**src/logic/cnn_consts.svh**
```systemverilog
`ifndef CNN_CONSTS_SVH
`define CNN_CONSTS_SVH

// memory interface
`define CNN_WORD_BITS       32
`define CNN_ADDR_BITS       32

// one feature or weight byte
`define CNN_ELEM_BITS       8
`define CNN_ELEMS_PER_WORD  4

// dot product split over the PEs, 4 x 25 = 100 taps
`define CNN_PE_TAPS         25
`define CNN_PE_COUNT        4
`define CNN_FEAT_WORDS      25  // words per feature vector or weight row

// class counts per mode
`define CNN_DIGIT_CLASSES   10
`define CNN_LETTER_CLASSES  27

`endif

```
**src/logic/cnn_pkg.sv**
```systemverilog
`include "cnn_consts.svh"

package cnn_pkg;

  // memory side
  typedef logic [`CNN_WORD_BITS-1:0] word_t;
  typedef logic [`CNN_ADDR_BITS-1:0] byte_addr_t;

  // elements unpacked from memory words
  typedef logic        [`CNN_ELEM_BITS-1:0] feat_t;  // activations, unsigned
  typedef logic signed [`CNN_ELEM_BITS-1:0] wgt_t;   // weights, two's complement

  // PE partial sums and the final class score
  typedef logic signed [31:0] psum_t;

  typedef logic [7:0] class_t;     // up to 27 classes in letter mode
  typedef logic [4:0] word_idx_t;  // 0..24 within a row

endpackage

```
**src/logic/word_cache.sv**
```systemverilog
`timescale 1ns/1ps
`include "cnn_consts.svh"

module word_cache import cnn_pkg::*; #(
  parameter type T_ELEM = feat_t
) (
  input  logic      clk,
  input  logic      rst,
  input  logic      i_wr,
  input  word_idx_t i_index,
  input  word_t     i_data,
  output T_ELEM     o_elems [`CNN_FEAT_WORDS*`CNN_ELEMS_PER_WORD]
);

  localparam int NUM_ELEMS = `CNN_FEAT_WORDS * `CNN_ELEMS_PER_WORD;

  // one word fills four neighbouring elements, msb byte first
  always_ff @(posedge clk or posedge rst) begin
    if (rst) begin
      for (int i = 0; i < NUM_ELEMS; i++) begin
        o_elems[i] <= '0;
      end
    end else if (i_wr) begin
      for (int e = 0; e < `CNN_ELEMS_PER_WORD; e++) begin
        // {index, e} is 4*index + e
        o_elems[{i_index, 2'(e)}] <=
          T_ELEM'(i_data[`CNN_WORD_BITS-1 - e*`CNN_ELEM_BITS -: `CNN_ELEM_BITS]);
      end
    end
  end

endmodule

```
**config.mk**
```make
export PLATFORM = sky130hd
export DESIGN_NAME = word_cache
export DESIGN_NICKNAME = d
export VERILOG_FILES = /design/src/logic/cnn_pkg.sv /design/src/logic/word_cache.sv
export VERILOG_INCLUDE_DIRS = /design/src /design/src/logic
export SDC_FILE = /design/constraint.sdc
export NUM_CORES = 1
export LEC_CHECK = 0
export BUFFER_PORTS_ARGS = -buffer_cell sky130_fd_sc_hd__buf_2
export CORE_AREA = 10 10 316 318
export CTS_CLUSTER_SIZE = 14
export DETAILED_ROUTE_END_ITERATION = 7
export DIE_AREA = 0 0 326 328
export GPL_ROUTABILITY_DRIVEN = 0
export PLACE_DENSITY = 0.52
export RECOVER_POWER = 25
export SYNTH_ARGS = -nofsm -noshare
export SYNTH_HDL_FRONTEND = slang
export SYNTH_SLANG_ARGS = --single-unit
```
**constraint.sdc**
```tcl
create_clock -name clk -period 49.2 [get_ports clk]
set_input_delay 4.92 -clock clk [delete_from_list [all_inputs] [get_ports clk]]
set_output_delay 4.92 -clock clk [all_outputs]
set_load 0.02 [all_outputs]
```
==> metrics <==
area fraction in compound gates after synthesis 0%; Mapped Cells 1,784; Routed Wire Length 109,000 um; Int Pwr 1360 uW; Slew HR -398%; layout cell share with drive strength beyond 1 65.1%; Post-synth top flop dfrtp_1; synth cell count leaders 800 x dfrtp_1, 751 x mux2_2, 69 x buf_2; Simple-Gate Fraction of Synth Area 0.733%; Post-CTS Setup Inserts 0; vias in the first global route 20,481; GRT Overall Usage 19.6%; startpoint types primary input; setup violators final 0; failing checks max-capacitance violations, max-slew violations; worst-path fanout max 140; Ports 840; Crit path arrival time 13.78 ns; clock share of power 32.6%; Gate power share 25.0%; post-CTS sizing 0; Syn-to-layout area delta 27.0%; r2r startpoint o_elems[767]; antenna violations before repair 8; RSZ-0062 raised after global routing no; die width 326 um; H-tree levels 3; ANT nets after route 0; maximum clock rate 0.0671 GHz; Die Y 328 um; wire length per cell 27.7 um; Final Hold Viols 0; VDD IR max 0.0000293 V; total clock sinks 800; vias per cell 4.77; Final Skew 0 ns; Slew @ Worst Pin 7.47 ns; TritonCTS clock tree done; Area after DPL 0.0354 sq mm; max reg flops 800; HPWL Detailed 75,400 um; Biggest register o_elems; Die Area 0.107 sq mm; Yosys top cell area share 66.6%; #FFs+latches synth 800; CTS Hold Bufs 0; drt drc 0; pins over their slew limit 559; kind of critical path in -> async; final period utilization 30.3%; most common cell in the netlist dfrtp_1; Seq pwr share 42.4%; post-synthesis xor/xnor area fraction 0%; number of synthesized flops with an enable pin 0; clk root buf clkbuf_16; r2r endpoint o_elems[767]; Net Sw Power 659 uW; largest net degree at the start of global routing 184; Sw Ratio 32.7%; via count 18,651; Design Area, Final 0.0382 sq mm; FFs w/ async S/R, synth 100%; Post-Syn Nets 1,824; PD cells 52.8 mW/mm^2; Worst-path clk slew 0.06 ns; Synth Area in Adders 0%; DR pass1 iterations 6; Worst setup EP type async pin; largest family of logic cells by synthesized area multiplexers; Hold Startpoint o_elems[573]; Nets 2,628; synthesized area 0.0300 sq mm; first-pass GRT wire length 153,000 um; min Tclk post-route 14.89 ns; Min-Delay Path Class reg -> reg; Max Cap Viol 11; status complete, but fails checks; grt ovf 0; biggest area consumer among synthesized cells dfrtp_1; warnings from Yosys 0; Max clock buf depth 3; mux cell area share after synthesis 30.4%; mean post-synth cell area 16.8 sq um; CTS buffer count 89; Seq/Total Area, Yosys 66.6%; detailed router's first-iteration violation count 852; initial core utilization 32.3%; ranking of synthesized cells by area dfrtp_1 67%, mux2_2 28%, mux2_4 1.5%; setup slack, reg-to-reg 48.39 ns; required time of the worst setup path 48.09 ns; Port Buf Inserts 839; distinct cell type count after synthesis 19; r2r worst-path depth 1; Leak Pwr 0.0195 uW; Core ar. 0.0930 sq mm; final setup TNS 0 ns; Site Rows 112; Worst Hold Path EP o_elems[573]; Worst Hold Depth 1; biggest regs o_elems: 800 flops; Clk Latency, worst-skew pair 0.63 ns
-- layout make-up --
| class | count | area [sq um] |
|---|---|---|
| Fill cell | 8819 | 54900 |
| Sequential cell | 800 | 20000 |
| Multi-Input combinational cell | 838 | 9420 |
| Timing Repair Buffer | 858 | 4240 |
| Clock buffer | 136 | 2680 |
| Tap cell | 1254 | 1570 |
| Clock inverter | 23 | 209 |
| Antenna cell | 4 | 10.0 |
| Inverter | 1 | 5.00 |
-- routing by layer --
metal	vias to the layer above	wire length, um	global-route usage (%)
met5	-	0	0
met4	0	5200	9.46
met3	202	8530	6.68
met2	734	53200	33.0
met1	9866	41600	22.1
li1	7849	-	-
-- power groups by stage --
stage | Combinational, uW | Sequential (uW) | Clock [uW]
2_1_floorplan | 130 | 1020 | 0
3_3_place_gp | 513 | 859 | 0
3_5_place_dp | 518 | 865 | 0
4_1_cts | 519 | 855 | 674
5_1_grt | 533 | 871 | 703
6_report | 505 | 855 | 657
-- kinds of logic (layout without fill, tap and decap cells) --
logic type	count (synthesis)	after routing
buffers and inverters	146	1018
DFF	800	800
muxes	800	800
other	0	4
and+or+nand+nor	38	38
-- how the worst max path moves through the flow --
| stage | from | end | slack, ns | cells after the start |
|---|---|---|---|---|
| floorplan | rst | o_elems[0] | 21.81 | 1 |
| global placement | rst | o_elems[149] | 40.61 | 5 |
| detailed placement | rst | o_elems[283] | 40.49 | 5 |
| CTS | rst | o_elems[278] | 41.21 | 5 |
| global route | rst | o_elems[40] | 32.03 | 3 |
| finish | rst | o_elems[677] | 34.31 | 3 |
-- cells in the final DEF (no fill, tap or decap), drive strengths merged --
cell        n
nor4b       1
clkinvlp    3
diode       4
clkinv     15
and4bb      3
dfrtp     800
nand4b      2
buf       790
clkbuf    204
nand4       1
or3         1
mux2      800
bufinv      3
nor2        7
inv         3
nand2      13
nor2b       7
nand2b      3
-- critical path, cell delays in order --
cell and delay, ns:
clkbuf_1 0.13, clkinvlp_2 3.11, clkbuf_1 5.44
-- metrics by stage --
| stage | power, uW | worst slack, ns | util (%) | std cells | hold slack (ns) |
|---|---|---|---|---|---|
| finish | 2020 | 34.31 | 41.0 | 3914 | 0.478 |
| global route | 2110 | 32.03 | 41.0 | 3910 | 0.494 |
| CTS | 2050 | 41.21 | 41.2 | 3910 | 0.484 |
| detailed placement | 1380 | 40.49 | 38.1 | 3751 | 0.471 |
| global placement | 1370 | 40.61 | 38.1 | 3751 | 0.463 |
| floorplan | 1150 | 21.81 | - | 1784 | 0.609 |
No activity file was read; power rests on OpenSTA's default activity.
