===== src/logic/cnn_consts.svh =====
`ifndef CNN_CONSTS_SVH
`define CNN_CONSTS_SVH

// memory interface
`define CNN_WORD_BITS       32
`define CNN_ADDR_BITS       32

// one feature or weight byte
`define CNN_ELEM_BITS       8
`define CNN_ELEMS_PER_WORD  4

// dot product split over the PEs, 4 x 25 = 100 taps
`define CNN_PE_TAPS         25
`define CNN_PE_COUNT        4
`define CNN_FEAT_WORDS      25  // words per feature vector or weight row

// class counts per mode
`define CNN_DIGIT_CLASSES   10
`define CNN_LETTER_CLASSES  27

`endif


===== src/logic/cnn_pkg.sv =====
`include "cnn_consts.svh"

package cnn_pkg;

  // memory side
  typedef logic [`CNN_WORD_BITS-1:0] word_t;
  typedef logic [`CNN_ADDR_BITS-1:0] byte_addr_t;

  // elements unpacked from memory words
  typedef logic        [`CNN_ELEM_BITS-1:0] feat_t;  // activations, unsigned
  typedef logic signed [`CNN_ELEM_BITS-1:0] wgt_t;   // weights, two's complement

  // PE partial sums and the final class score
  typedef logic signed [31:0] psum_t;

  typedef logic [7:0] class_t;     // up to 27 classes in letter mode
  typedef logic [4:0] word_idx_t;  // 0..24 within a row

endpackage


===== src/logic/dot_pe.sv =====
`timescale 1ns/1ps
`include "cnn_consts.svh"

module dot_pe import cnn_pkg::*; (
  input  logic  clk,
  input  logic  rst,
  input  logic  i_exec,
  input  feat_t i_feat [`CNN_PE_TAPS],
  input  wgt_t  i_wgt  [`CNN_PE_TAPS],
  output psum_t o_psum
);

  psum_t sum;

  // unsigned feature times signed weight over 25 taps
  always_comb begin
    sum = '0;
    for (int t = 0; t < `CNN_PE_TAPS; t++) begin
      sum = sum + psum_t'(i_feat[t]) * psum_t'(i_wgt[t]);  // weight sign extended
    end
  end

  always_ff @(posedge clk or posedge rst) begin
    if (rst) begin
      o_psum <= '0;
    end else if (i_exec) begin
      o_psum <= sum;  // holds until the next row
    end
  end

endmodule


===== config.mk =====
export PLATFORM = sky130hd
export DESIGN_NAME = dot_pe
export DESIGN_NICKNAME = d
export VERILOG_FILES = /design/src/logic/cnn_pkg.sv /design/src/logic/dot_pe.sv
export VERILOG_INCLUDE_DIRS = /design/src /design/src/logic
export SDC_FILE = /design/constraint.sdc
export NUM_CORES = 2
export LEC_CHECK = 0
export ABC_AREA = 1
export BUFFER_PORTS_ARGS = -buffer_cell sky130_fd_sc_hd__buf_2
export CAP_MARGIN = 20
export CORE_MARGIN = 2
export CORE_UTILIZATION = 35
export CTS_CLUSTER_DIAMETER = 30
export DETAILED_ROUTE_END_ITERATION = 8
export GPL_ROUTABILITY_DRIVEN = 0
export GPL_TIMING_DRIVEN = 0
export HOLD_SLACK_MARGIN = 0.06
export PLACE_DENSITY_LB_ADDON = 0.12
export SLEW_MARGIN = 20
export SYNTH_ARGS = -nofsm -noshare
export SYNTH_HDL_FRONTEND = slang
export SYNTH_SLANG_ARGS = --single-unit

===== constraint.sdc =====
create_clock -name clk -period 1.9 [get_ports clk]
set_input_delay 0.095 -clock clk [delete_from_list [all_inputs] [get_ports clk]]
set_output_delay 0.095 -clock clk [all_outputs]
set_load 0.02 [all_outputs]

==> impl_metrics.env <==
export IMPL_htree_num_levels=2
export IMPL_syn_nets=10700
export IMPL_worst_path_largest_cell_delay_ps=630
export IMPL_vias=45400
export IMPL_cp_common_cell="fa_1"
export IMPL_synth_area_um2=64800
export IMPL_wl_per_cell_um=19.3
export IMPL_dieWidth_um=434
export IMPL_cap_viol_max_count=0
export IMPL_grt_max_degree=33
export IMPL_rows=157
export IMPL_multi_input_area_um2=53100
export IMPL_tns_ps=-192910
export IMPL_yosys_top_cells_count="inv_1, fa_1, nand2_1"
export IMPL_maxSlewHeadroom_pct=48.5
export IMPL_hold_viol=0
export IMPL_crit_path_end_kind="flip-flop"
export IMPL_io_buffers=59
export IMPL_die_area_um2=189000
export IMPL_cp_arrival_ps=8730
export IMPL_crit_type="input pin to flip-flop"
export IMPL_met1_usage_pct=26.4
export IMPL_fin_crit_sh_pct=451
export IMPL_grt_use_met3_pct=0.967
export IMPL_ys_async_sr_fraction_pct=100
export IMPL_grt_util_met2_pct=43.1
export IMPL_synth_edf_count=0
export IMPL_initial_utilization_pct=35.3
export IMPL_tightest_slew_ps=773
export IMPL_yosysTopAreaCellShare_pct=52.1
export IMPL_netlist_top_cell_by_area="fa_1"
export IMPL_drc=0
export IMPL_critical_path_required_ps=2060
export IMPL_clk_latency_ps=270
export IMPL_fin_ws_ps=-6670
export IMPL_synth_seq_area_share_pct=1.24
export IMPL_ys_warn_count=0
export IMPL_core_um2=183000
export IMPL_grt_busiest_layer="met2"
export IMPL_timing_fmax_mhz=117
export IMPL_synth_seq_cells=32
export IMPL_die_h_um=434
export IMPL_detail_route_iter0_violations=1870
export IMPL_drt_wl_total_um=201000
export IMPL_clockBufferDepth=2
export IMPL_critical_path_buf_inv_count=9
export IMPL_area_growth_pct=11.8
export IMPL_setup_violations=32
export IMPL_first_pass_iters=5
export IMPL_synth_avg_cell_area_um2=8.28
export IMPL_finClkSkew_ps=0
export IMPL_layout_drive_gt1_share_pct=12.1
export IMPL_seq_area_um2=801
export IMPL_synth_area_leaders="fa_1, inv_1, ha_1"
export IMPL_reg_largest_list="o_psum (32)"
export IMPL_rsz0062_at_grt="true"
export IMPL_gr_usage_all_layers_pct=22.1
export IMPL_antenna_found_initial=37
export IMPL_dp_hpwl_um=189000
export IMPL_slew_viol_final=0
export IMPL_postRouteAntennaNets=0
export IMPL_grt_pass1_vias=50800
export IMPL_regMostFlops="o_psum"
export IMPL_n_fill_cell=19200
export IMPL_hp_class="input pin to flip-flop"
export IMPL_synth_flop_cell="dfrtp_1"
export IMPL_viasPerCell=4.36
export IMPL_root_buffer="clkbuf_16"
export IMPL_cp_max_fo=8
export IMPL_gr_total_overflow=0
export IMPL_clkTransAtPathRegs_ps=50
export IMPL_violations="negative setup slack"
export IMPL_layout_min_cycle_time_ps=8570
export IMPL_synthCells=7824
export IMPL_grt_pass1_wl_um=308000
export IMPL_numCtsBuffers=5
export IMPL_largest_register_ffs=32
export IMPL_status="complete, but fails checks"
export IMPL_yosysMostFrequentCell="inv_1"
export IMPL_start_kind="input pin"
export IMPL_crit_family="adder cells"
export IMPL_cp_slowest_cell="fa_2"
export IMPL_finalNetCount=10800
export IMPL_io_pins=435
export IMPL_synth_distinct_cells=29
export IMPL_cts_sink_count=32
export IMPL_cts_tree="yes"
-- path summary, 6_finish.rpt --
check,startpoint,end,slack (ps),cells past startpoint
worst max-delay path,i_wgt[23],o_psum[31]$_DFFE_PP0P_,-6670,33
worst min-delay path,i_exec,o_psum[18]$_DFFE_PP0P_,260,3
worst max register to register,o_psum[9]$_DFFE_PP0P_,o_psum[9]$_DFFE_PP0P_,1230,2
worst min register to register,o_psum[22]$_DFFE_PP0P_,o_psum[22]$_DFFE_PP0P_,470,2
max in group asynchronous,rst,o_psum[25]$_DFFE_PP0P_,990,3
min in group asynchronous,rst,o_psum[2]$_DFFE_PP0P_,470,3
-- per-stage QoR --
step	hold WS [ps]	cells	cell area, µm²	utilization (%)	setup slack [ps]
6_report	256	10400	72500	39.5	-6670
5_1_grt	320	10400	72500	39.5	-6860
4_1_cts	255	10400	71900	39.2	-6670
3_5_place_dp	234	10300	70200	38.2	-7670
3_3_place_gp	457	10300	70200	38.2	-7660
2_1_floorplan	211	7824	66800	-	-6210
-- cells in the final DEF, fill, tap and decap left out, types with 5 or more instances in the layout --
master,count
a21oi_1,15
buf_2,57
buf_4,38
buf_6,13
buf_8,5
clkbuf_1,28
clkbuf_16,25
clkbuf_2,150
clkbuf_4,44
clkbuf_8,110
clkinv_4,11
clkinv_8,6
dfrtp_1,32
diode_2,16
fa_1,1531
fa_2,155
ha_1,742
ha_4,41
inv_1,2848
inv_2,81
nand2_1,1555
nand2_2,58
nand2_4,23
nand3_1,9
nand3_2,27
nand3_4,5
nand4_1,7
nor2_1,168
nor2_2,9
nor2_4,8
o21ai_1,10
or2_2,38
or2_4,19
xnor2_1,5
-- per-layer routing --
metal  vias to the layer above  wire (µm)  share of wire (%)
met5                         -         63              0.031
met4                        12       5090                2.5
met3                       165       5500                2.7
met2                       739     112000                 56
met1                     23200      78500                 39
li1                      21200          -                  -
-- cell type report --
| cell class | count | share of cell area [%] |
|---|---|---|
| multi-input combinational | 4456 | 73.3 |
| tap | 2464 | 4.25 |
| sequential | 32 | 1.10 |
| inverter | 2955 | 15.5 |
| buffer | 381 | 4.73 |
| timing repair buffer | 88 | 0.885 |
| clock buffer | 8 | 0.202 |
| antenna | 16 | 0.0552 |
-- cell families (layout without fill, tap and decap cells) --
| kind of cell | count (synthesis) | in the layout | share of synthesized area, % |
|---|---|---|---|
| flip-flops | 32 | 32 | 1.24 |
| AND/OR/NAND/NOR | 1931 | 1931 | 11.7 |
| adder cells (fa/ha/maj) | 2473 | 2473 | 67.3 |
| other | 0 | 16 | 0 |
| XOR/XNOR | 13 | 13 | 0.176 |
| AO/OA/AOI/OAI | 39 | 39 | 0.322 |
| buffers and inverters | 3336 | 3432 | 19.3 |
-- tightest hold or removal path, cell delays in order --
cell and delay, ps:
buf_2 120, inv_1 120, o21ai_1 150
-- timing repair --
action | in CTS | in global routing
hold endpoints to repair | 32 | 0
hold buffers | 1 | 0
setup endpoints to repair | 32 | 32
pin swaps | 148 | 126
resized for setup | 413 | 266
setup buffers | 23 | 5
Power is left out: the tool's default activity adds up to more than one toggle a clock period on the data nets, which glitch-free logic cannot reach.
