## src/logic/cnn_consts.svh

```systemverilog
`ifndef CNN_CONSTS_SVH
`define CNN_CONSTS_SVH

// memory interface
`define CNN_WORD_BITS       32
`define CNN_ADDR_BITS       32

// one feature or weight byte
`define CNN_ELEM_BITS       8
`define CNN_ELEMS_PER_WORD  4

// dot product split over the PEs, 4 x 25 = 100 taps
`define CNN_PE_TAPS         25
`define CNN_PE_COUNT        4
`define CNN_FEAT_WORDS      25  // words per feature vector or weight row

// class counts per mode
`define CNN_DIGIT_CLASSES   10
`define CNN_LETTER_CLASSES  27

`endif

```

## src/logic/cnn_pkg.sv

```systemverilog
`include "cnn_consts.svh"

package cnn_pkg;

  // memory side
  typedef logic [`CNN_WORD_BITS-1:0] word_t;
  typedef logic [`CNN_ADDR_BITS-1:0] byte_addr_t;

  // elements unpacked from memory words
  typedef logic        [`CNN_ELEM_BITS-1:0] feat_t;  // activations, unsigned
  typedef logic signed [`CNN_ELEM_BITS-1:0] wgt_t;   // weights, two's complement

  // PE partial sums and the final class score
  typedef logic signed [31:0] psum_t;

  typedef logic [7:0] class_t;     // up to 27 classes in letter mode
  typedef logic [4:0] word_idx_t;  // 0..24 within a row

endpackage

```

## src/logic/fc_sequencer.sv

```systemverilog
`timescale 1ns/1ps
`include "cnn_consts.svh"

module fc_sequencer import cnn_pkg::*; (
  input  logic       clk,
  input  logic       rst,
  input  logic       i_start,
  input  logic       i_mode,      // 1 number, 0 letter
  output byte_addr_t o_feat_addr,
  output byte_addr_t o_wgt_addr,
  output logic       o_feat_wr,
  output logic       o_wgt_wr,
  output word_idx_t  o_wr_index,
  output logic       o_exec,
  output logic       o_score_en,
  output logic       o_clear,
  output class_t     o_class,
  output logic       o_done
);

  typedef enum logic [2:0] {
    S_IDLE,
    S_LOAD_F,
    S_LOAD_W,
    S_EXEC,
    S_SCORE,
    S_DONE
  } state_t;

  // 25 issue cycles plus one to catch the last read
  localparam word_idx_t LAST_CYCLE = word_idx_t'(`CNN_FEAT_WORDS);
  localparam word_idx_t LAST_WORD  = word_idx_t'(`CNN_FEAT_WORDS - 1);

  state_t    state;
  word_idx_t cnt;         // cycle within a load phase
  class_t    class_lim;   // latched at start
  logic      start_ok;
  logic      issue;       // an address goes out this cycle
  logic      last_class;

  assign start_ok   = i_start && (state == S_IDLE || state == S_DONE);
  assign issue      = (cnt != LAST_CYCLE);
  assign last_class = (o_class == class_lim - 8'd1);

  always_ff @(posedge clk or posedge rst) begin
    if (rst) begin
      state     <= S_IDLE;
      cnt       <= '0;
      class_lim <= '0;
      o_class   <= '0;
    end else begin
      case (state)
        S_IDLE, S_DONE: begin
          if (start_ok) begin
            state     <= S_LOAD_F;
            cnt       <= '0;
            o_class   <= '0;
            class_lim <= i_mode ? 8'(`CNN_DIGIT_CLASSES) : 8'(`CNN_LETTER_CLASSES);
          end
        end
        S_LOAD_F, S_LOAD_W: begin
          if (cnt == LAST_CYCLE) begin
            state <= (state == S_LOAD_F) ? S_LOAD_W : S_EXEC;
            cnt   <= '0;
          end else begin
            cnt <= cnt + 5'd1;
          end
        end
        S_EXEC: state <= S_SCORE;
        S_SCORE: begin
          if (last_class) begin
            state <= S_DONE;
          end else begin
            state   <= S_LOAD_W;
            o_class <= o_class + 8'd1;
          end
        end
        default: state <= S_IDLE;
      endcase
    end
  end

  // addresses lead the cache strobes by one cycle, matching the RAM latency
  always_ff @(posedge clk or posedge rst) begin
    if (rst) begin
      o_feat_addr <= '0;
      o_wgt_addr  <= '0;
      o_feat_wr   <= 1'b0;
      o_wgt_wr    <= 1'b0;
      o_wr_index  <= '0;
      o_clear     <= 1'b0;
    end else begin
      o_clear    <= start_ok;
      o_feat_wr  <= (state == S_LOAD_F) && issue;
      o_wgt_wr   <= (state == S_LOAD_W) && issue;
      o_wr_index <= cnt;
      if (state == S_LOAD_F && issue) begin
        o_feat_addr <= (cnt == LAST_WORD) ? '0 : o_feat_addr + 32'd4;
      end
      // weight rows are contiguous, so the pointer runs on across classes
      if (state == S_LOAD_W && issue) begin
        o_wgt_addr <= (cnt == LAST_WORD && last_class) ? '0 : o_wgt_addr + 32'd4;
      end
    end
  end

  assign o_exec     = (state == S_EXEC);
  assign o_score_en = (state == S_SCORE);
  assign o_done     = (state == S_DONE);

endmodule

```

## config.mk

```make
export PLATFORM = sky130hd
export DESIGN_NAME = fc_sequencer
export DESIGN_NICKNAME = d
export VERILOG_FILES = /design/src/logic/cnn_pkg.sv /design/src/logic/fc_sequencer.sv
export VERILOG_INCLUDE_DIRS = /design/src /design/src/logic
export SDC_FILE = /design/constraint.sdc
export NUM_CORES = 1
export LEC_CHECK = 0
export BUFFER_PORTS_ARGS = -buffer_cell sky130_fd_sc_hd__clkbuf_2
export CAP_MARGIN = 10
export CORE_MARGIN = 2
export CORE_UTILIZATION = 50
export DETAILED_ROUTE_END_ITERATION = 10
export MAX_ROUTING_LAYER = met4
export PLACE_DENSITY_LB_ADDON = 0.08
export SYNTH_ARGS = -nofsm -noshare
export SYNTH_HDL_FRONTEND = slang
export SYNTH_SLANG_ARGS = --single-unit
```

## constraint.sdc

```tcl
create_clock -name clk -period 2.6 [get_ports clk]
set_input_delay 0.52 -clock clk [delete_from_list [all_inputs] [get_ports clk]]
set_output_delay 0.52 -clock clk [all_outputs]
set_load 0.03 [all_outputs]
```

==> flow_summary.ini <==
[run_status]
outcome = complete, no violations

[setup_path]
endpoint = o_wgt_addr[31]
reg2reg_depth = 8
timing.setup.critical_path_class = register to register
worst-path-max-fanout = 28
critical_path.reg2reg.startpoint = class_lim[0]
rr_endpoint = o_wgt_addr[31]
timing.critical_path.from_type = register
startpoint = class_lim[0]
worst_endpoint_required_time_ns = 2.85
arrival_worst_endpoint_ns = 2.58
register_to_register_setup_slack_ns = 0.27
endpoint_kind = register

[final_layout]
multi_input_comb_area_um2 = 2210
regArea_um2 = 2150
area_delta_synth_final_pct = 16.3
n_antenna_cell = 0
stdcell_area_um2 = 5280
final.fill_count = 790
fin_nets = 579
final_layout_size_suffix_gt1_frac = 0.226

[drt]
detail_route.wirelength_um = 10000
antenna_violating_nets_remaining = 0
drt_pass1_iterations = 4
wl_per_cell_um = 14.8
dr.first_iter.drc_count = 135
drc_errors = 0
drt-vias-per-instance = 5.54
vias = 3762

[clock_network]
post_cts_buffers = 0
tritoncts.num_buffers = 9
cts_hold_buf = 0
clock_latency_ns = 0.35
clock-root-buffer = clkbuf_8
cts_max_level = 3
clock_sinks = 86
tritoncts = built
post_cts_resized = 0
clk_pin_slew_ns = 0.08
ctsLongestPathBuffers = 2

[timing]
setup_violations = 0
clock-skew-final_ns = 0.00867
fin_crit_ns = 2.33
final_min_period_over_clock_period = 0.896
rsz0062_at_grt = no
report.final.hold_viol_count = 0
max_freq_mhz = 429
setup_slack_ns = 0.271
tns_ns = 0
worst_slew_pin_slew_ns = 0.674
maxSlewViolCount = 0
relative_max_transition_margin = 0.550

[global_route]
antenna_found_initial = 0
globalRouteTotalUtil = 0.216
maximum_number_of_pins_on_one_net_before_global_route_repair = 48
grt_pass1_wl_um = 16800
overflow = 0
first_global_vias = 3455

[placement]
globalplace.congestion = 0.821
numPortBuffers = 82
place_area_um2 = 5110
preCtsSetupSlack_ns = 0.283
hpwlAfterDp_um = 7300

[logic_synthesis]
postSynthRegisterBits = 86
synth.cell_area_um2 = 4540
synthFlopType = dfrtp_1
yosysWarningCount = 0
cells_after_synthesis = 475
synth-edff-count = 0
netlist-cell-type-count = 60
async_flop_share = 1.00
avgSynthCellArea_um2 = 9.56
ys_seq_area_frac = 0.474

[power]
power.leakage_nw = 2.49
power.density_nw_per_um2 = 743
vdd.ir_drop.worst_uv = 458

[floorplan]
io-pin-count = 87
area_of_the_die_um2 = 9860
die_y_um = 99.3
placeableCoreArea_um2 = 8760
std_cell_rows = 34
die_width_um = 99.3
floorplan.initialDensity = 0.518

[flow_run]
maxCapViolCount = 0

[worst_hold_path]
kind_of_path_behind_the_tightest_hold_check = input pin to async pin
==> worst max-delay path: stages, from the launching register on <==
cell and delay (ns):
dfrtp_1 0.40, inv_1 0.09, ha_1 0.22, or4_1 0.50, o22ai_1 0.17, nand2_1 0.20, nor3_4 0.27, buf_12 0.21
o21ba_2 0.18
==> cells by family after synthesis <==
logic type | count (synthesis) | share of synthesized area
multiplexers | 6 | 0.0138
buffers and inverters | 38 | 0.0416
AO/OA/AOI/OAI | 66 | 0.0854
adder cells (fa/ha/maj) | 9 | 0.0248
AND/OR/NAND/NOR | 224 | 0.273
other | 1 | 0.000826
XOR/XNOR | 45 | 0.0868
flip-flops | 86 | 0.474
==> where the power goes <==
group / switching (mW) / total (mW) / internal [mW] / leakage (nW)
logic: 0.823 / 1.25 / 0.427 / 1.26
registers: 0.289 / 1.84 / 1.55 / 1.15
clock network: 0.463 / 0.837 / 0.373 / 0.0796
==> cells in the final DEF (no fill, tap or decap), types with 3 or more instances in the layout <==
master      instances
buf_4              11
or3_1               6
nor4_1              8
inv_1              18
clkinvlp_4          3
mux2i_1             4
nand2_1            41
a21oi_1            17
xnor2_1            25
clkbuf_8           10
xor2_1             20
nand4_1            18
and2_1              6
clkbuf_1            3
and3_1              6
and4_1              6
conb_1              4
o21ai_0            29
nor2_1             57
ha_1                9
nor2b_1             3
nor3_1             15
nand3_1            30
or4_1               4
dfrtp_1            86
clkbuf_2           82
==> registers in the layout, summed over array words and instances (netlist names) <==
signal	cells
o_feat_addr	30
o_wgt_addr	30
o_class	8
cnt	5
o_wr_index	5
state	3
class_lim	2
o_clear	1
o_feat_wr	1
o_wgt_wr	1
==> stage by stage <==
stage	hold slack, ns	instances	total power [mW]	util
after detailed placement	0.428	663	3.12	0.583
after CTS	0.262	679	3.96	0.603
final	0.239	679	3.92	0.603
after global routing	0.282	679	4.21	0.603
after floorplan	0.398	478	2.75	-
after global placement	0.413	663	3.09	0.583
==> worst min path at each step <==
stage	startpoint	end	slack, ns	cells past startpoint
6_report	rst	o_wgt_addr[30]	0.24	2
5_1_grt	rst	o_wgt_addr[29]	0.28	2
4_1_cts	rst	o_wgt_addr[15]	0.26	2
3_5_place_dp	cnt[1]	o_wr_index[1]	0.43	0
3_3_place_gp	cnt[1]	o_wr_index[1]	0.41	0
2_1_floorplan	cnt[1]	o_wr_index[1]	0.40	0
==> synth_stat cells (2+ instances only) <==
cell	n	area, µm²
dfrtp_1	86	2150
nor2_1	57	214
nand2_1	41	154
nand3_1	30	150
o21ai_0	29	145
xnor2_1	25	219
xor2_1	20	175
inv_1	19	71.3
nand4_1	18	113
a21oi_1	17	85.1
nor3_1	15	75.1
ha_1	9	113
nor4_1	8	50.1
buf_4	7	52.6
and2_1	6	37.5
and3_1	6	37.5
and4_1	6	52.6
clkbuf_1	6	22.5
or3_1	6	37.5
buf_2	4	20.0
mux2i_1	4	40.0
or4_1	4	30.0
nor2b_1	3	18.8
a31o_2	2	17.5
and4b_1	2	20.0
mux2_2	2	22.5
nand2b_1	2	12.5
nor3_4	2	32.5
nor3b_1	2	15.0
o21a_1	2	15.0
o21bai_1	2	15.0
o22ai_1	2	12.5
o31ai_1	2	15.0
or2_2	2	12.5
or3_2	2	15.0
==> routing by layer <==
metal / share of wire / GRT usage
met5: 0 / -
met4: 0.014 / 0.0674
met1: 0.49 / 0.304
met3: 0.042 / 0.0379
met2: 0.45 / 0.322
==> layout make-up <==
cell class,count,area share
Clock inverter,3,0.00379
Sequential cell,86,0.408
Multi-Input combinational cell,354,0.419
Timing Repair Buffer,95,0.101
Tap cell,108,0.0256
Inverter,20,0.0149
Clock buffer,13,0.0282
(Power assumes the default switching activity.)
