File: src/logic/cnn_consts.svh
`ifndef CNN_CONSTS_SVH
`define CNN_CONSTS_SVH

// memory interface
`define CNN_WORD_BITS       32
`define CNN_ADDR_BITS       32

// one feature or weight byte
`define CNN_ELEM_BITS       8
`define CNN_ELEMS_PER_WORD  4

// dot product split over the PEs, 4 x 25 = 100 taps
`define CNN_PE_TAPS         25
`define CNN_PE_COUNT        4
`define CNN_FEAT_WORDS      25  // words per feature vector or weight row

// class counts per mode
`define CNN_DIGIT_CLASSES   10
`define CNN_LETTER_CLASSES  27

`endif

File: src/logic/cnn_pkg.sv
`include "cnn_consts.svh"

package cnn_pkg;

  // memory side
  typedef logic [`CNN_WORD_BITS-1:0] word_t;
  typedef logic [`CNN_ADDR_BITS-1:0] byte_addr_t;

  // elements unpacked from memory words
  typedef logic        [`CNN_ELEM_BITS-1:0] feat_t;  // activations, unsigned
  typedef logic signed [`CNN_ELEM_BITS-1:0] wgt_t;   // weights, two's complement

  // PE partial sums and the final class score
  typedef logic signed [31:0] psum_t;

  typedef logic [7:0] class_t;     // up to 27 classes in letter mode
  typedef logic [4:0] word_idx_t;  // 0..24 within a row

endpackage

File: src/logic/score_argmax.sv
`timescale 1ns/1ps
`include "cnn_consts.svh"

module score_argmax import cnn_pkg::*; (
  input  logic   clk,
  input  logic   rst,
  input  logic   i_clear,
  input  logic   i_score_en,
  input  class_t i_class,
  input  psum_t  i_psum [`CNN_PE_COUNT],
  output class_t o_result
);

  psum_t total;
  psum_t score;
  psum_t best;   // running maximum, never negative

  // sum of the PE outputs
  always_comb begin
    total = '0;
    for (int p = 0; p < `CNN_PE_COUNT; p++) begin
      total = total + i_psum[p];
    end
  end

  assign score = total[31] ? '0 : total;  // relu

  // strict compare keeps the lowest index on ties
  always_ff @(posedge clk or posedge rst) begin
    if (rst) begin
      best     <= '0;
      o_result <= '0;
    end else if (i_clear) begin
      best     <= '0;
      o_result <= '0;
    end else if (i_score_en && score > best) begin
      best     <= score;
      o_result <= i_class;
    end
  end

endmodule

File: config.mk
export PLATFORM = sky130hd
export DESIGN_NAME = score_argmax
export DESIGN_NICKNAME = d
export VERILOG_FILES = /design/src/logic/cnn_pkg.sv /design/src/logic/score_argmax.sv
export VERILOG_INCLUDE_DIRS = /design/src /design/src/logic
export SDC_FILE = /design/constraint.sdc
export NUM_CORES = 1
export LEC_CHECK = 0
export ABC_AREA = 0
export BUFFER_PORTS_ARGS = -buffer_cell sky130_fd_sc_hd__buf_4
export CORE_UTILIZATION = 45
export DETAILED_ROUTE_END_ITERATION = 8
export HOLD_SLACK_MARGIN = 0.03
export PLACE_DENSITY = 0.69
export REMOVE_ABC_BUFFERS = 1
export SYNTH_ARGS = -nofsm -noshare
export SYNTH_HDL_FRONTEND = slang
export SYNTH_SLANG_ARGS = --single-unit
File: constraint.sdc
create_clock -name clk -period 3.8 [get_ports clk]
set_clock_uncertainty 0.15 [all_clocks]
set_input_delay 0.19 -clock clk [delete_from_list [all_inputs] [get_ports clk]]
set_output_delay 0.19 -clock clk [all_outputs]
set_load 0.02 [all_outputs]
==> summary.md, run 1 <==
| Metric | Value |
|---|---|
| First-pass GRT wire length | 26.3 mm |
| Final core occ | a little over two thirds |
| DRC errors left | 0 |
| Pin count of the biggest net entering global routing | 40 |
| Routability cong. | approximately 0.86 |
| Total Routing Usage GR | between 20% and 30% |
| Vias in the first global route | between 5,000 and 6,000 |
| Flops & latches, synth | 39 |
| Crit-path leading delay family | adder cells |
| VDD IR max | between 300 and 400 uV |
| Num rows | 42 |
| Routed vias | approximately 6,000 |
| Initial Util | between 40% and 50% |
| Post-route ant nets | 0 |
| Commonest cells after routing, fill and taps aside | 296 x buf_4, 206 x inv_1, 61 x fa_1, 54 x ha_1, 51 x nor2_1 |
| Post-layout power | 6.62 mW |
| Setup slack at placement | -1.94 ns |
| Min Tclk post-route | between 5 and 6 ns |
| Iteration-0 DRC Markers | 290 |
| Vias per Instance | between 4 and 5 |
| Total gr overflow | 0 |
| Fmax | 187 MHz |
| CP arrival | 5.41 ns |
| Cell count after placement | 1,201 |
| CP max FO | 8 |
| Detailed Place HPWL | about 12 mm |
| Routed WL | 15.2 mm |
| Yosys top cell by area | fa_1 |
| Final critical-path setup slack | -1.55 ns |
| Failing checks | setup timing |
| Top-Level Pins | around 150 |
| Final setup fails | 39 |
| Buf/Inv on CP | 7 |
| Die area | around 0.014 mm2 |
| Critical path's slowest cell | fa_1 |
| Synth top area cells | fa_1 20%, dfrtp_1 16%, inv_1 13% |
| Crit-path most repeated cell | buf_6 |
| Run status | finished with violations |
| CTS H-tree depth | 2 |
| Die Span Y | about 120 um |
| Internal | roughly 3.7 mW |
| Root buf cell | clkbuf_16 |
| Pwr/cell area | 709 mW/mm2 |
| Worst path max stage delay | about 0.52 ns |
| Switching pwr | ~2.9 mW |
| Max cap viols | 0 |
| EDFF count, synth | 0 |
| CP Launch Type | input pin |
| Netlist cell types | between 50 and 60 |
| Part of the power in combinational logic | a little over four fifths |
| Num CTS Buffers | 5 |
| LEAKAGE | a little over 5 nW |
| Antenna Cells | 0 |
| Cells after Synth | about 750 |
| Most common cell after layout, fill and taps aside | buf_4 |
| Syn-to-layout area delta | 51.4% |
| RSZ-0062 raised after global routing | yes |
| Setup CP Type | in -> reg |
| Slew HR | approximately two thirds |
| Final hold violation count | 0 |
| Sequential cell fraction of total power | ~8.5% |
| IO buf count | ~150 |
| Top-area cell type share of the netlist area | 20.1% |
| Hold WC Path Type | in -> reg |
| Sw Share | roughly 44% |
| Clock sinks | 39 |
| YS warnings | 0 |
| CTS clk-pin slew, worst paths | ~0.060 ns |
| Later-pin clock latency in the skew report | ~0.28 ns |
| Fill cells | approximately 1,100 |
| Post-synthesis sequential area ratio | between 15 and 20% |
| Most used DFF post-synth | dfrtp_1 |
| Worst setup EP type | register |
| Slew Viols, Final | 0 |
| Layout Cells excl Fill | 1,239 |
| Crit share post-route | 141% |
| Slew of the pin with the lowest slew margin | 0.516 ns |
| TNS Setup | -56.58 ns |
| CTS tree | done |
| CTS Buffer Depth | 2 |
| Core region area | around 0.013 mm2 |
| Clock share of power | a little over 8% |
| Mapped cell area | 0.00616 mm2 |
| Share of cells above drive strength 1 | between 30% and 40% |
| Asr flop ratio synth | between 90% and 100% |
| Wire per inst | around 12 um |
| Antenna violations before repair | 0 |
| Syn_area_per_cell | around 8.2 um2 |
| Fin nets | 1,326 |
| DR pass1 iterations | 5 |
| Worst path required time | a little under 4 ns |
| Die width | approximately 120 um |
-- stage by stage --
| stage | hold slack (ns) | cell area [um2] |
|---|---|---|
| after floorplan | 0.103 | 6040 |
| after global placement | 0.205 | 8490 |
| after detailed placement | 0.201 | 8490 |
| after CTS | 0.0373 | 9100 |
| after global routing | 0.0605 | 9330 |
| final | 0.0373 | 9330 |
-- worst register-to-register path, cell delays in order, from the launching register on --
cell     delay (ns)
dfrtp_1        0.35
inv_1          0.07
ha_4           0.27
nand4_1        0.18
nor4b_4        0.31
nand2_1        0.13
o31a_1         0.27
a22oi_2        0.20
buf_6          0.15
buf_6          0.10
nor2b_4        0.13
buf_6          0.15
a22o_1         0.15
-- synthesized netlist by cell type (11+ instances only) --
master	n
ha_1	62
xor2_1	11
nor2_1	62
xnor2_1	19
fa_1	62
a22o_1	20
dfrtp_1	39
o21ai_0	16
inv_1	209
a21oi_1	50
and2_1	13
nand2_1	39
a21o_1	16
-- power by group through the flow --
stage | Combinational [mW] | Sequential, mW | Clock, mW
after floorplan | 2.64 | 0.579 | 0
after global placement | 4.49 | 0.563 | 0
after detailed placement | 4.57 | 0.566 | 0
after CTS | 5.13 | 0.561 | 0.547
after global routing | 6.06 | 0.571 | 0.562
final | 5.51 | 0.561 | 0.542
-- registers in the layout, indices dropped and copies added, names as in the netlist --
signal / cells
best: 31
o_result: 8
-- logic make-up (layout without fill, tap and decap cells) --
logic type / after synthesis / count (layout) / synth area share [%]
mux: 9 / 9 / 1.46
fa+ha+maj: 124 / 124 / 32.7
simple gates: 169 / 169 / 13.8
buf+inv: 229 / 538 / 14.7
flops: 39 / 39 / 15.8
xor+xnor: 30 / 30 / 4.26
compound gates: 154 / 154 / 17.2
-- timing repair --
item / in CTS / in global routing
endpoints found under the setup margin: 39 / 39
hold buffers: 8 / 0
gates resized for setup: 44 / 43
pin swaps: 31 / 33
setup buffers: 13 / 9
hold endpoints to repair: 46 / 0
gates cloned: 2 / 0
-- routing by layer --
layer	part of all wire, %	vias up	track usage (%)
met3	3.7	16	2.16
met4	0.97	0	5.46
met1	45	2812	30.0
met2	50	150	38.6
met5	0	-	0
li1	-	3022	-
-- cell type report --
| class | count | area, um2 | area share, % |
|---|---|---|---|
| Multi-Input combinational cell | 486 | 4630 | 49.6 |
| Inverter | 209 | 785 | 8.41 |
| Sequential cell | 39 | 976 | 10.5 |
| Timing Repair Buffer | 321 | 2530 | 27.1 |
| Tap cell | 176 | 220 | 2.36 |
| Clock buffer | 6 | 129 | 1.38 |
| Clock inverter | 2 | 60.1 | 0.644 |
-- worst paths after layout --
path                       slack (ns)  depth (start not counted)                      end                  from
max reg2reg                      1.14                         12     best[25]$_DFFE_PP0P_  best[14]$_DFFE_PP0P_
min in group asynchronous        0.44                          4     best[23]$_DFFE_PP0P_                   rst
max in group asynchronous        2.70                          4     best[11]$_DFFE_PP0P_                   rst
min reg2reg                      0.35                          2     best[26]$_DFFE_PP0P_  best[26]$_DFFE_PP0P_
max                             -1.55                         26      best[3]$_DFFE_PP0P_             i_psum[1]
min                              0.04                          3  o_result[1]$_DFFE_PP0P_            i_class[1]
Note: power is estimated with default switching activity, not from simulation.
==> run 2, diff against run 1 <==
Settings changed: HOLD_SLACK_MARGIN 0.03 to 0.1.
==> summary.md, run 2 (synthesized netlist as in run 1, its figures left out) <==
| Metric | Value |
|---|---|
| CTS clk-pin slew, worst paths | around 0.06 ns |
| LEAKAGE | between 5 and 6 nW |
| Worst R2R Start | best[14]$_DFFE_PP0P_ |
| Iteration-0 DRC Markers | roughly 270 |
| Fill cells | between 1,000 and 1,500 |
| Max cap viols | 0 |
| Post-route ant nets | 0 |
| Hold Slack | roughly 0.19 ns |
| Most common cell after layout, fill and taps aside | buf_4 |
| Cell count after placement | 1,201 |
| Total Routing Usage GR | between 20% and 30% |
| CP max FO | 8 |
| Failing checks | setup timing |
| Vias in the first global route | around 6,000 |
| First-pass GRT wire length | between 20 and 30 mm |
| Layout Cells excl Fill | 1,240 |
| Top-Level Pins | 148 |
| Setup slack at placement | -1.94 ns |
| Slew Viols, Final | 0 |
| Detailed Place HPWL | around 12 mm |
| Worst path required time | ~3.9 ns |
| CP Launch Type | input pin |
| CTS H-tree depth | 2 |
| Post-route cell area | between 0.009 and 0.01 mm2 |
| Post-layout power | 6.62 mW |
| Wire per inst | approximately 12 um |
| TNS Setup | -56.39 ns |
| Num CTS Buffers | 5 |
| Fin nets | 1,327 |
| Placed cell area | between 0.008 and 0.009 mm2 |
| Fmax | approximately 190 MHz |
| Crit share post-route | 141% |
| CTS tree | done |
| Max reg flops | 31 |
| Top flop regs | best: 31 flops, o_result: 8 flops |
| Setup CP Type | in -> reg |
| RSZ-0062 raised after global routing | yes |
| Syn-to-layout area delta | 51.6% |
| Pwr/cell area | roughly 700 mW/mm2 |
| Vias per Instance | ~4.8 |
| Antenna violations before repair | 0 |
| Num rows | between 40 and 50 |
| Die Span Y | 119 um |
| Die area | roughly 0.014 mm2 |
| Commonest cells after routing, fill and taps aside | 296 x buf_4, 206 x inv_1, 61 x fa_1, 54 x ha_1, 51 x nor2_1 |
| Pin count of the biggest net entering global routing | 40 |
| Core region area | roughly 0.013 mm2 |
| Die width | ~120 um |
| Critical Path Start | i_psum[1] |
| Final setup fails | 39 |
| Root buf cell | clkbuf_16 |
| Later-pin clock latency in the skew report | between 0.2 and 0.3 ns |
| Hold WC Path Type | in -> reg |
| Hold path depth | 2 |
| Run status | finished with violations |
| Initial Util | 46.3% |
| Antenna Cells | 0 |
| Routability cong. | 0.864 |
| Final core occ | approximately 70% |
| DR pass1 iterations | 4 |
| Total gr overflow | 0 |
| VDD IR max | ~400 uV |
| CTS Buffer Depth | 2 |
| Final critical-path setup slack | -1.54 ns |
| DRC errors left | 0 |
| Routed vias | ~6,000 |
| Min Tclk post-route | between 5 and 6 ns |
| Worst setup EP type | register |
| Clock sinks | 39 |
| Worst R2R Path Depth | 12 |
| Final hold violation count | 0 |
| Origin of the worst min-delay path | i_clear |
| Slew of the pin with the lowest slew margin | 0.510 ns |
| Slew HR | 66.0% |
| CP arrival | about 5.4 ns |
| Routed WL | 15.2 mm |
| IO buf count | 147 |
| Share of cells above drive strength 1 | between 30 and 40% |
| Top reg by flops | best |
-- run 2: cell types whose count changed in the layout (fill, tap and decap cells not counted) --
cell and change:
dlygate4sd3_1 +1
-- run 2: critical path: stages --
cell and delay, ns:
buf_6 0.07, inv_2 0.03, fa_1 0.50, fa_1 0.52, inv_1 0.04, ha_2 0.17, fa_2 0.34, a21o_1 0.20
and4_4 0.16, o21a_4 0.21, o2111ai_4 0.23, a21oi_4 0.11, buf_6 0.14, o211a_4 0.24, buf_12 0.14, and2_1 0.13
ha_1 0.28, and4_1 0.21, nand4_1 0.15, nor2_1 0.20, and3_4 0.21, a22oi_2 0.05, buf_6 0.15, buf_4 0.16
or3_4 0.40, a21oi_2 0.15
-- run 2: area by class of cell --
type	instances	area (um2)	area share (%)
Clock inverter	2	60.1	0.643
Inverter	209	785	8.40
Tap cell	176	220	2.36
Timing Repair Buffer	322	2540	27.2
Sequential cell	39	976	10.5
Clock buffer	6	129	1.38
Multi-Input combinational cell	486	4630	49.5
-- run 2: repair_timing --
item / 4_1_cts / 5_1_grt
cloned: 2 / 0
setup buffers: 13 / 9
resized for setup: 44 / 43
hold buffers: 9 / 0
setup endpoints to repair: 39 / 39
pin swaps: 31 / 33
endpoints found under the hold margin: 47 / 0
-- run 2: final timing paths --
kind | endpoint | slack (ns)
worst max-delay path | best[3]$_DFFE_PP0P_ | -1.54
min in group asynchronous | best[23]$_DFFE_PP0P_ | 0.44
worst min-delay path | o_result[3]$_DFFE_PP0P_ | 0.19
max in group asynchronous | best[11]$_DFFE_PP0P_ | 2.71
worst min register to register | best[26]$_DFFE_PP0P_ | 0.35
worst max register to register | best[25]$_DFFE_PP0P_ | 1.14
-- run 2: power by group --
group / leakage [nW] / internal, mW / switching [mW]
combinational: 4.45 / 2.84 / 2.67
clock: 0.0911 / 0.377 / 0.166
sequential: 0.533 / 0.518 / 0.0433
total: 5.08 / 3.74 / 2.88
-- run 2: metal layers --
metal / global-route usage, % / routed length, um
met5: 0 / 0
met4: 5.46 / 130
met3: 2.16 / 587
met2: 38.8 / 7660
met1: 30.0 / 6840
==> run 3, diff against run 2 <==
Settings changed: SKIP_CTS_REPAIR_TIMING from default to 1.
==> summary.md, run 3 (synthesized netlist as in run 1, its figures left out) <==
| Metric | Value |
|---|---|
| Worst R2R Path Depth | 12 |
| Vias per Instance | roughly 4.8 |
| Clock sinks | 39 |
| Reg2Reg Capture Point | best[24]$_DFFE_PP0P_ |
| Worst path required time | about 3.8 ns |
| Reg2Reg Setup Slack | about 0.96 ns |
| Slew of the pin with the lowest slew margin | around 0.51 ns |
| Top flop regs | best: 31 flops, o_result: 8 flops |
| WL met3 | about 500 um |
| Post-layout power | 6.18 mW |
| Hold WC Path Type | in -> reg |
| Root buf cell | clkbuf_16 |
| TNS Setup | -59.41 ns |
| LEAKAGE | 5.02 nW |
| Total Routing Usage GR | 20.9% |
| Commonest cells after routing, fill and taps aside | 294 x buf_4, 205 x inv_1, 61 x fa_1, 59 x nor2_1, 59 x ha_1 |
| Failing checks | setup timing |
| Origin of the worst min-delay path | i_clear |
| Worst setup EP type | register |
| Final core occ | just under 70% |
| Vias in the first global route | about 5,700 |
| RSZ-0062 raised after global routing | yes |
| Placed cell area | between 0.008 and 0.009 mm2 |
| Post-route ant nets | 0 |
| DR pass1 iterations | 6 |
| Post-route cell area | between 0.009 and 0.01 mm2 |
| Slew HR | between 60% and 70% |
| Routed wl met2 | about 7.2 mm |
| Antenna violations before repair | 0 |
| Max cap viols | 0 |
| Iteration-0 DRC Markers | 302 |
| Die width | approximately 120 um |
| Routed vias | 5,974 |
| Pin count of the biggest net entering global routing | 40 |
| CP arrival | 5.40 ns |
| Layout Cells excl Fill | around 1,200 |
| Syn-to-layout area delta | 47.8% |
| Die Span Y | roughly 120 um |
| Top Metal Used | met4 |
| Top reg by flops | best |
| Detailed Place HPWL | between 10 and 15 mm |
| VDD IR max | around 390 uV |
| Later-pin clock latency in the skew report | ~0.28 ns |
| CTS clk-pin slew, worst paths | ~0.060 ns |
| Top-Level Pins | 148 |
| Worst Hold Endpoint | o_result[3]$_DFFE_PP0P_ |
| Crit share post-route | 141% |
| Run status | finished with violations |
| Fmax | about 190 MHz |
| Total gr overflow | 0 |
| CP max FO | 8 |
| Final hold violation count | 0 |
| Worst R2R Start | best[14]$_DFFE_PP0P_ |
| Hold Slack | approximately 0.18 ns |
| Share of cells above drive strength 1 | between 30% and 40% |
| Num rows | 42 |
| First-pass GRT wire length | between 20 and 25 mm |
| Routability cong. | between 0.8 and 0.9 |
| Most common cell after layout, fill and taps aside | buf_4 |
| Initial Util | 46.3% |
| Hold path depth | 2 |
| Min Tclk post-route | ~5.4 ns |
| Final setup fails | 39 |
| Antenna Cells | 0 |
| IO buf count | between 100 and 150 |
| Core region area | approximately 0.013 mm2 |
| DRT met1 WL | about 6.9 mm |
| Wire per inst | 12.0 um |
| Setup slack at placement | -1.94 ns |
| Setup CP Type | in -> reg |
| CTS Buffer Depth | 2 |
| CP Launch Type | input pin |
| Fill cells | 1,097 |
| CTS H-tree depth | 2 |
| Pwr/cell area | 678 mW/mm2 |
| Fin nets | between 1,000 and 1,500 |
| Routed WL | around 15 mm |
| Final critical-path setup slack | -1.56 ns |
| Cell count after placement | 1,201 |
| Die area | 0.0142 mm2 |
| DRC errors left | 0 |
| Num CTS Buffers | 5 |
| Max reg flops | 31 |
| CTS tree | done |
| Slew Viols, Final | 0 |
run 3: changes by cell type in the layout (fill, tap and decap cells not counted), sizes merged:
cell	change
buf	-8
run 3: metal layers:
metal  GRT usage, %  up-vias
li1               -     3014
met1           28.8     2798
met5              0        -
met4           4.27        0
met2           35.6      147
met3           1.96       15
run 3: final cells by class:
cell class | count | area [um2] | share of cell area [%]
clock inverter | 2 | 60.1 | 0.660
inverter | 209 | 785 | 8.62
multi-input combinational | 486 | 4480 | 49.2
tap | 176 | 220 | 2.42
timing repair buffer | 314 | 2450 | 27.0
clock buffer | 6 | 129 | 1.42
sequential | 39 | 976 | 10.7
run 3: worst max-delay path by stage:
| stage | from | endpoint |
|---|---|---|
| final | i_psum[15] | best[24]$_DFFE_PP0P_ |
| after global placement | i_psum[1] | o_result[1]$_DFFE_PP0P_ |
| after floorplan | i_psum[1] | best[22]$_DFFE_PP0P_ |
| after CTS | i_psum[1] | o_result[1]$_DFFE_PP0P_ |
| after detailed placement | i_psum[1] | o_result[1]$_DFFE_PP0P_ |
| after global routing | i_psum[65] | best[24]$_DFFE_PP0P_ |
run 3: power by group:
part / switching, mW / internal [mW] / leakage (nW) / total [mW]
Sequential: 0.0442 / 0.518 / 0.533 / 0.563
Combinational: 2.48 / 2.59 / 4.39 / 5.07
Clock: 0.168 / 0.377 / 0.0911 / 0.545
run 3: worst max-delay path: stages:
cell     delay [ns]
buf_4          0.07
inv_1          0.04
fa_1           0.50
fa_1           0.51
inv_1          0.06
ha_4           0.27
buf_6          0.11
nand4_1        0.13
nor3_2         0.22
buf_4          0.14
buf_4          0.09
a22oi_2        0.11
a211o_1        0.34
buf_4          0.14
o211a_4        0.15
and2_4         0.15
ha_1           0.28
nand4_1        0.18
nor4b_4        0.37
nand2_1        0.13
o31a_1         0.32
a22oi_2        0.31
buf_4          0.19
nor2b_4        0.13
buf_6          0.14
nand2_2        0.07
o31ai_4        0.05
